[src/source/boot_program.svh]
// boot image, entry index equals word address
// pulled into module scope by the loader and the testbench model
// main sets up a frame, loads two float constants, calls two helpers
// second helper is a float loop, third prints bits of a word
localparam logic [31:0] boot_image [0:boot_pkg::prog_len-1] = '{
    // main, frame setup
    32'hfe010113, 32'h00112e23,
    32'h00812c23, 32'h02010413,
    // float constants from data page
    32'h000107b7, 32'h0007a787,
    32'hfef42627, 32'h000107b7,
    32'h0047a787, 32'h20f785d3,
    // first call, result stored back
    32'hfec42507, 32'h028000ef,
    32'hfea42427, 32'hfe842507,
    32'h0c4000ef, 32'h00000793,
    // main epilogue
    32'h00078513, 32'h01c12083,
    32'h01812403, 32'h02010113,
    // ecall style exit word
    32'h000fd073,
    // float helper, prologue and spills
    32'hfd010113, 32'h02112623,
    32'h02812423, 32'h03010413,
    32'hfca42e27, 32'hfcb42c27,
    32'hfdc42707, 32'h000107b7,
    32'h0007a787, 32'h18f777d3,
    32'hfef42627, 32'h0280006f,
    // loop body, fdiv/fadd/fmul chain
    32'hfdc42707, 32'hfec42787,
    32'h18f77753, 32'hfec42787,
    32'h00f77753, 32'h000107b7,
    32'h0087a787, 32'h10f777d3,
    32'hfef42627, 32'hfec42787,
    32'h10f7f753, 32'hfdc42787,
    32'h08f777d3, 32'hfd842707,
    // compare and back branch
    32'ha0f717d3, 32'hfc0792e3,
    32'hfec42787, 32'h10f7f753,
    32'hfdc42787, 32'h08f77753,
    32'hfd842787, 32'h20f797d3,
    32'ha0f717d3, 32'hfa0792e3,
    // return value and epilogue
    32'hfec42787, 32'h20f78553,
    32'h02c12083, 32'h02812403,
    32'h03010113, 32'h00008067,
    // bit printer, prologue
    32'hfd010113, 32'h02112623,
    32'h02812423, 32'h03010413,
    32'hfca42e27, 32'hfdc40793,
    32'hfef42423, 32'hfe842783,
    32'h0007a783, 32'hfef42223,
    // bit index starts at 31
    32'h01f00793, 32'hfef42623,
    32'h0380006f, 32'hfec42783,
    // shift, mask, pick '0' or '1'
    32'hfe442703, 32'h00f757b3,
    32'h0017f793, 32'h00078663,
    32'h03100793, 32'h0080006f,
    32'h03000793, 32'h00078513,
    32'h034000ef, 32'hfec42783,
    // decrement and loop while >= 0
    32'hfff78793, 32'hfef42623,
    32'hfec42783, 32'hfc07d4e3,
    // newline call and start of epilogue
    32'h00a00513, 32'h018000ef,
    32'h00000013, 32'h02c12083,
    32'h02812403, 32'h03010113
};

[src/source/boot_pkg.sv]
`default_nettype none

package boot_pkg;

    // image size and memory geometry
    localparam int prog_len = 97;
    localparam int addr_w = 7;
    localparam int word_w = 32;
    // index of the final image word
    localparam logic [addr_w-1:0] last_addr = addr_w'(prog_len - 1);

    // base opcodes of rv32i
    localparam logic [6:0] opc_op = 7'b0110011;
    localparam logic [6:0] opc_op_imm = 7'b0010011;
    localparam logic [6:0] opc_load = 7'b0000011;
    localparam logic [6:0] opc_store = 7'b0100011;
    localparam logic [6:0] opc_branch = 7'b1100011;
    localparam logic [6:0] opc_jal = 7'b1101111;
    localparam logic [6:0] opc_jalr = 7'b1100111;
    localparam logic [6:0] opc_lui = 7'b0110111;
    localparam logic [6:0] opc_auipc = 7'b0010111;
    localparam logic [6:0] opc_system = 7'b1110011;
    // f extension, only classified
    localparam logic [6:0] opc_load_fp = 7'b0000111;
    localparam logic [6:0] opc_store_fp = 7'b0100111;
    localparam logic [6:0] opc_op_fp = 7'b1010011;
    localparam logic [6:0] opc_fmadd = 7'b1000011;
    localparam logic [6:0] opc_fmsub = 7'b1000111;
    localparam logic [6:0] opc_fnmsub = 7'b1001011;
    localparam logic [6:0] opc_fnmadd = 7'b1001111;

    // register-register layout
    typedef struct packed {
        logic [6:0] funct7;
        logic [4:0] rs2;
        logic [4:0] rs1;
        logic [2:0] funct3;
        logic [4:0] rd;
        logic [6:0] opcode;
    } r_view_t;

    // immediate layout, loads, jalr, system
    typedef struct packed {
        logic [11:0] imm12;
        logic [4:0] rs1;
        logic [2:0] funct3;
        logic [4:0] rd;
        logic [6:0] opcode;
    } i_view_t;

    // store layout, immediate split around rs2/rs1
    typedef struct packed {
        logic [6:0] imm_hi;
        logic [4:0] rs2;
        logic [4:0] rs1;
        logic [2:0] funct3;
        logic [4:0] imm_lo;
        logic [6:0] opcode;
    } s_view_t;

    // one fetched word, read through whichever layout the opcode calls for
    typedef union packed {
        r_view_t r_view;
        i_view_t i_view;
        s_view_t s_view;
    } instr_word_u;

    typedef enum logic [3:0] {
        alu_reg,
        alu_imm,
        load,
        store,
        branch,
        jal,
        jalr,
        lui,
        auipc,
        fp,
        system,
        other
    } op_class_e;

    // loader write port
    typedef struct packed {
        logic en;
        logic [addr_w-1:0] addr;
        logic [word_w-1:0] data;
    } mem_wr_t;

    // decoded record out of fetch
    typedef struct packed {
        logic [addr_w-1:0] idx;
        op_class_e cls;
        logic [4:0] rd;
        logic [4:0] rs1;
        logic [4:0] rs2;
        logic [word_w-1:0] imm;
    } dec_instr_t;

endpackage

`default_nettype wire

[src/source/boot_top.sv]
`default_nettype none

module boot_top (
    input wire logic clk,
    input wire logic reset,
    input wire logic start,
    input wire logic hold,
    output logic loading,
    output logic load_done,
    output logic dec_valid,
    output boot_pkg::dec_instr_t dec,
    output logic run_done
);

    // loader write port
    boot_pkg::mem_wr_t wr;
    // fetch read port
    logic rd_en;
    logic [boot_pkg::addr_w-1:0] rd_addr;
    logic [boot_pkg::word_w-1:0] rd_data;

    // fills memory after start
    program_loader u_loader (
        .clk(clk),
        .reset(reset),
        .start(start),
        .wr(wr),
        .loading(loading),
        .load_done(load_done)
    );

    instr_mem u_mem (
        .clk(clk),
        .wr(wr),
        .rd_en(rd_en),
        .rd_addr(rd_addr),
        .rd_data(rd_data)
    );

    // starts reading on load_done
    fetch_decode u_fetch (
        .clk(clk),
        .reset(reset),
        .start(start),
        .load_done(load_done),
        .hold(hold),
        .rd_data(rd_data),
        .rd_en(rd_en),
        .rd_addr(rd_addr),
        .dec_valid(dec_valid),
        .dec(dec),
        .run_done(run_done)
    );

endmodule

`default_nettype wire

[src/source/fetch_decode.sv]
`default_nettype none

module fetch_decode (
    input wire logic clk,
    input wire logic reset,
    input wire logic start,
    input wire logic load_done,
    input wire logic hold,
    input wire logic [boot_pkg::word_w-1:0] rd_data,
    output logic rd_en,
    output logic [boot_pkg::addr_w-1:0] rd_addr,
    output logic dec_valid,
    output boot_pkg::dec_instr_t dec,
    output logic run_done
);

    // pc and issue state
    logic fetching;
    logic [boot_pkg::addr_w-1:0] pc;
    // shadow of the read in flight in the memory register
    logic s1_valid;
    logic [boot_pkg::addr_w-1:0] s1_idx;
    // decode path
    boot_pkg::instr_word_u iw;
    boot_pkg::op_class_e cls;
    boot_pkg::dec_instr_t rec;

    // no issue while held
    assign rd_en = fetching && !hold;
    assign rd_addr = pc;

    always_ff @(posedge clk) begin
        if (reset) begin
            fetching <= 1'b0;
            pc <= '0;
            s1_valid <= 1'b0;
            dec_valid <= 1'b0;
            run_done <= 1'b0;
        end else if (start) begin
            // new load coming, drop everything
            fetching <= 1'b0;
            s1_valid <= 1'b0;
            dec_valid <= 1'b0;
            run_done <= 1'b0;
        end else begin
            if (load_done) begin
                fetching <= 1'b1;
                pc <= '0;
            end else if (rd_en) begin
                pc <= pc + 1'b1;
                // stop after the final address
                if (pc == boot_pkg::last_addr) begin
                    fetching <= 1'b0;
                end
            end
            // stages advance only when not held
            if (!hold) begin
                s1_valid <= rd_en;
                dec_valid <= s1_valid;
            end else begin
                dec_valid <= 1'b0;
            end
            // sticky until next start
            if (dec_valid && (dec.idx == boot_pkg::last_addr)) begin
                run_done <= 1'b1;
            end
        end
    end

    // payload side, follows the valid bits above
    always_ff @(posedge clk) begin
        if (rd_en) begin
            s1_idx <= pc;
        end
        if (s1_valid && !hold) begin
            dec <= rec;
        end
    end

    // memory word seen through the union views
    assign iw = rd_data;

    // class from opcode
    always_comb begin
        case (iw.r_view.opcode)
            boot_pkg::opc_op: cls = boot_pkg::alu_reg;
            boot_pkg::opc_op_imm: cls = boot_pkg::alu_imm;
            boot_pkg::opc_load: cls = boot_pkg::load;
            boot_pkg::opc_store: cls = boot_pkg::store;
            boot_pkg::opc_branch: cls = boot_pkg::branch;
            boot_pkg::opc_jal: cls = boot_pkg::jal;
            boot_pkg::opc_jalr: cls = boot_pkg::jalr;
            boot_pkg::opc_lui: cls = boot_pkg::lui;
            boot_pkg::opc_auipc: cls = boot_pkg::auipc;
            boot_pkg::opc_system: cls = boot_pkg::system;
            boot_pkg::opc_load_fp,
            boot_pkg::opc_store_fp,
            boot_pkg::opc_op_fp,
            boot_pkg::opc_fmadd,
            boot_pkg::opc_fmsub,
            boot_pkg::opc_fnmsub,
            boot_pkg::opc_fnmadd: cls = boot_pkg::fp;
            default: cls = boot_pkg::other;
        endcase
    end

    // register fields and immediate per class
    always_comb begin
        rec.idx = s1_idx;
        rec.cls = cls;
        // no destination for store, branch, system
        if (cls inside {boot_pkg::store, boot_pkg::branch, boot_pkg::system}) begin
            rec.rd = '0;
        end else begin
            rec.rd = iw.r_view.rd;
        end
        // rs1 bits are immediate for upper-immediate and jal
        if (cls inside {boot_pkg::lui, boot_pkg::auipc, boot_pkg::jal}) begin
            rec.rs1 = '0;
        end else begin
            rec.rs1 = iw.r_view.rs1;
        end
        if (cls inside {boot_pkg::alu_reg, boot_pkg::store, boot_pkg::branch, boot_pkg::fp}) begin
            rec.rs2 = iw.r_view.rs2;
        end else begin
            rec.rs2 = '0;
        end
        case (cls)
            boot_pkg::alu_imm, boot_pkg::load, boot_pkg::jalr, boot_pkg::system:
                rec.imm = {{20{iw.i_view.imm12[11]}}, iw.i_view.imm12};
            boot_pkg::store:
                rec.imm = {{20{iw.s_view.imm_hi[6]}}, iw.s_view.imm_hi, iw.s_view.imm_lo};
            // upper 20 bits, low 12 zero
            boot_pkg::lui, boot_pkg::auipc:
                rec.imm = {iw[31:12], 12'b0};
            default:
                rec.imm = '0;
        endcase
    end

endmodule

`default_nettype wire

[src/source/instr_mem.sv]
`default_nettype none

module instr_mem (
    input wire logic clk,
    input wire boot_pkg::mem_wr_t wr,
    input wire logic rd_en,
    input wire logic [boot_pkg::addr_w-1:0] rd_addr,
    output logic [boot_pkg::word_w-1:0] rd_data
);

    // one entry per image word
    logic [boot_pkg::word_w-1:0] mem [0:boot_pkg::prog_len-1];

    // write port, loader side
    always_ff @(posedge clk) begin
        if (wr.en) begin
            mem[wr.addr] <= wr.data;
        end
    end

    // registered read, data one cycle after rd_en
    // output keeps last word while rd_en is low
    always_ff @(posedge clk) begin
        if (rd_en) begin
            rd_data <= mem[rd_addr];
        end
    end

endmodule

`default_nettype wire

[src/source/program_loader.sv]
`default_nettype none

module program_loader (
    input wire logic clk,
    input wire logic reset,
    input wire logic start,
    output boot_pkg::mem_wr_t wr,
    output logic loading,
    output logic load_done
);

    // image constant
    `include "boot_program.svh"

    // word counter, also the write address
    logic [boot_pkg::addr_w-1:0] word_cnt;
    logic last_word;

    assign last_word = (word_cnt == boot_pkg::last_addr);

    // loading doubles as the address-select level for the memory
    always_ff @(posedge clk) begin
        if (reset) begin
            loading <= 1'b0;
            load_done <= 1'b0;
            word_cnt <= '0;
        end else begin
            // single cycle pulse by default
            load_done <= 1'b0;
            if (loading) begin
                if (last_word) begin
                    // last word went out this cycle
                    loading <= 1'b0;
                    load_done <= 1'b1;
                    word_cnt <= '0;
                end else begin
                    word_cnt <= word_cnt + 1'b1;
                end
            end else if (start) begin
                // start while loading falls through to the branch above
                loading <= 1'b1;
                word_cnt <= '0;
            end
        end
    end

    // one word per loading cycle
    // word i lands on the edge that closes cycle i+1 after start
    assign wr.en = loading;
    assign wr.addr = word_cnt;
    assign wr.data = boot_image[word_cnt];

endmodule

`default_nettype wire

[config.mk]
export PLATFORM = sky130hd
export DESIGN_NAME = boot_top
export DESIGN_NICKNAME = d
export VERILOG_FILES = /design/src/source/boot_pkg.sv /design/src/source/boot_top.sv /design/src/source/fetch_decode.sv /design/src/source/instr_mem.sv /design/src/source/program_loader.sv
export VERILOG_INCLUDE_DIRS = /design/src /design/src/source
export SDC_FILE = /design/constraint.sdc
export NUM_CORES = 2
export LEC_CHECK = 0
export BUFFER_PORTS_ARGS = -buffer_cell sky130_fd_sc_hd__buf_2
export CORE_ASPECT_RATIO = 2
export CORE_UTILIZATION = 53
export DETAILED_ROUTE_END_ITERATION = 12
export GPL_TIMING_DRIVEN = 0
export PLACE_DENSITY_LB_ADDON = 0.25
export SLEW_MARGIN = 20
export SYNTH_ARGS = -nofsm -noshare
export SYNTH_HDL_FRONTEND = slang
export SYNTH_SLANG_ARGS = --single-unit
[constraint.sdc]
create_clock -name clk -period 9.7 [get_ports clk]
set_input_delay 0.97 -clock clk [delete_from_list [all_inputs] [get_ports clk]]
set_output_delay 0.97 -clock clk [all_outputs]
set_load 0.01 [all_outputs]
==> results.cfg <==
[critical_path]
crit_fanout = 12
cp-end-kind = flip-flop
path_class = flip-flop to flip-flop
worstPathRequired_ps = 10430
cp.arrival_ps = 7360
critPathLaunchType = flip-flop

[clock_tree]
cts_htree_levels = 4
cts_tree = done
clock_path_buffers = 4
cts_resized = 0
cts_buffers = 248
post_cts_buffers = 0
clock-root-buffer = clkbuf_16
clk_latency_ps = 950
postCtsHoldBufs = 0
cts_sinks = 3025
clk_pin_slew_ps = 70

[layout]
drive_above_1_share_pct = 24.4
final_util_pct = 62.3
nets = 6738
stdcell_count = 9959
area_growth_pct = 16.7

[timing]
skew_ps = 56.1
worstMarginPinSlew_ps = 1520
period_share_pct = 68.4
clock.fmax_ghz = 0.151
period_minus_slack_ps = 6630
setup_viol = 0
fin_tns_setup_ps = 0
finalHoldViolCount = 0
maxSlewViolCount = 3
slew_headroom_pct = -3.95
rsz0062_at_grt = false

[route]
drcViolationCount = 0
final_antenna_net_count = 0
wl_per_cell_um = 51.5
vias_per_cell = 7.25
wl_um = 513000
firstDrtPassIters = 8
drt_iter0_drc = 11635
num_vias = 72156

[logic_synthesis]
synthDistinctLibCells = 82
syn_area_um2 = 119000
synth-seq-cells = 3025
synthesis.nets = 6140
synth_commonest_cells = edfxtp_1, mux4_2, mux2i_1
synth_area_leaders = edfxtp_1, mux4_2, mux2i_1
yosys.area.top_type = edfxtp_1
yosysTopAreaCellShare_pct = 76.0
postSynth.asyncResetShare_pct = 0
synth_edf_count = 3005
yosysWarnings = 0
synth_most_common_cell = edfxtp_1
avgSynthCellArea_um2 = 19.4
synth_flop_cell = edfxtp_1
netlist_instances = 6119
synth_seq_area_share_pct = 76.3

[die]
chipHeight_um = 672
dieArea_um2 = 226000
initial_core_util_pct = 53.4
fp.coreArea_um2 = 223000
ios = 66
chipWidth_um = 337
rows = 245

[placed_design]
port_buffers = 63
gp_congestion = 1.04
detailed_place_hpwl_um = 372000
dp_cells = 9429

[power_and_ir_drop]
power_frac_comb_pct = 2.2
power_frac_seq_pct = 57.3
powerDensity_nw_per_um2 = 181
p_leak_uw = 0.0423
p_sw_share_pct = 20.5
peakVddDrop_v = 0.000153
power_switching_uw = 5150
p_clk_share_pct = 40.6
p_int_uw = 19900
power.total_uw = 25100

[global_route]
antenna_found_initial = 61
grt_max_degree = 62
overflow = 0
gr-usage-all-layers_pct = 46.3
grt_first_pass_wirelength_um = 670000
first_global_vias = 69430

[hold_path]
hold_path.class = flip-flop to flip-flop

[run]
maxCapViolCount = 1

[outcome]
outcome = finished with violations
violations = capacitance limit, slew limit
-- area by class of cell --
type                       count  area (um2)
sequential                  3025       90600
fill                       15648       83900
multi-input combinational   2690       27200
timing repair buffer         348        6670
clock buffer                 293        6420
tap                         2964        3710
buffer                       383        2270
clock inverter               153        1470
antenna                       82         205
inverter                      21        78.8
-- placed cells by master, fill, tap and decap left out, types with 29 or more instances in the layout --
| master | netlist | layout |
|---|---|---|
| buf_16 | 0 | 138 |
| clkbuf_1 | 145 | 153 |
| buf_12 | 2 | 109 |
| clkbuf_16 | 0 | 250 |
| mux2i_1 | 422 | 409 |
| edfxtp_1 | 3005 | 3005 |
| clkbuf_2 | 0 | 36 |
| diode_2 | 0 | 82 |
| and2_1 | 30 | 30 |
| o221ai_1 | 50 | 49 |
| mux4_2 | 506 | 506 |
| a31oi_1 | 47 | 42 |
| o21ai_0 | 115 | 105 |
| a21oi_1 | 173 | 168 |
| buf_6 | 50 | 64 |
| nor2_4 | 1 | 100 |
| o211ai_1 | 38 | 38 |
| a211oi_1 | 40 | 33 |
| buf_4 | 61 | 68 |
| nand2_1 | 319 | 315 |
| clkinv_2 | 0 | 54 |
| nand3_1 | 133 | 131 |
| o22ai_1 | 85 | 83 |
| a22o_1 | 29 | 29 |
| buf_2 | 101 | 176 |
| nor2_1 | 220 | 102 |
| clkinv_1 | 1 | 47 |
| a22oi_1 | 136 | 134 |
-- per-stage QoR --
step / instance area [um2] / worst slack (ps) / hold slack [ps]
2_1_floorplan: 119000 / 1060 / 400
3_3_place_gp: 123000 / -7470 / 406
3_5_place_dp: 130000 / 3570 / 405
4_1_cts: 138000 / 3530 / 421
5_1_grt: 139000 / 3220 / 430
6_report: 139000 / 3070 / 420
-- kinds of logic (layout without fill, tap and decap cells) --
logic type	count (synthesis)	count (layout)	share of synthesized area, %
compound gates	872	872	4.99
xor+xnor	9	9	0.0664
fa+ha+maj	17	17	0.179
buf+inv	404	1198	1.93
flops	3025	3025	76.3
mux	950	950	13.4
other cells	0	82	0
simple gates	842	842	3.18
-- metal layers --
| layer | GRT usage [%] | vias to the layer above | share of wire, % |
|---|---|---|---|
| li1 | - | 26474 | - |
| met1 | 46.0 | 37370 | 28 |
| met2 | 72.4 | 6137 | 47 |
| met3 | 14.9 | 2155 | 11 |
| met4 | 50.6 | 20 | 14 |
| met5 | 0.478 | - | 0.060 |
-- critical path: stages, from the launching register on --
cell      delay [ps]
dfxtp_1          650
clkbuf_1         690
inv_1            530
ha_1             530
clkbuf_1         530
inv_1            380
nor2_1           540
nor3_1           290
o41ai_2          900
buf_2            380
buf_2            290
buf_2            270
buf_4            210
buf_2            240
-- power groups by stage --
stage	combinational [uW]	sequential (uW)	clock, uW
global route	538	14300	10500
floorplan	162	14700	0
CTS	516	14400	10100
global placement	373	14700	0
detailed placement	516	14600	0
finish	542	14400	10200
-- state kept, by name, indices dropped and copies added, names as in the netlist, 7 cells and up --
register           flops
u_fetch.dec           58
u_fetch.rd_addr        7
u_fetch.s1_idx         7
u_loader.word_cnt      7
u_mem.mem           2910
u_mem.rd_data         30
-- path summary, 6_finish.rpt --
path | from | to | depth (start not counted) | slack, ps
worst min-delay path | u_fetch.s1_idx[3]$_DFFE_PP_ | u_fetch.dec[54]$_DFFE_PP_ | 0 | 420
worst min register to register | u_fetch.s1_idx[3]$_DFFE_PP_ | u_fetch.dec[54]$_DFFE_PP_ | 0 | 420
worst max register to register | u_loader.word_cnt[1]$_SDFFE_PP0P_ | u_mem.mem[90][31]$_DFFE_PP_ | 13 | 3070
worst max-delay path | u_loader.word_cnt[1]$_SDFFE_PP0P_ | u_mem.mem[90][31]$_DFFE_PP_ | 13 | 3070
Power figures use the tool's default switching activity.
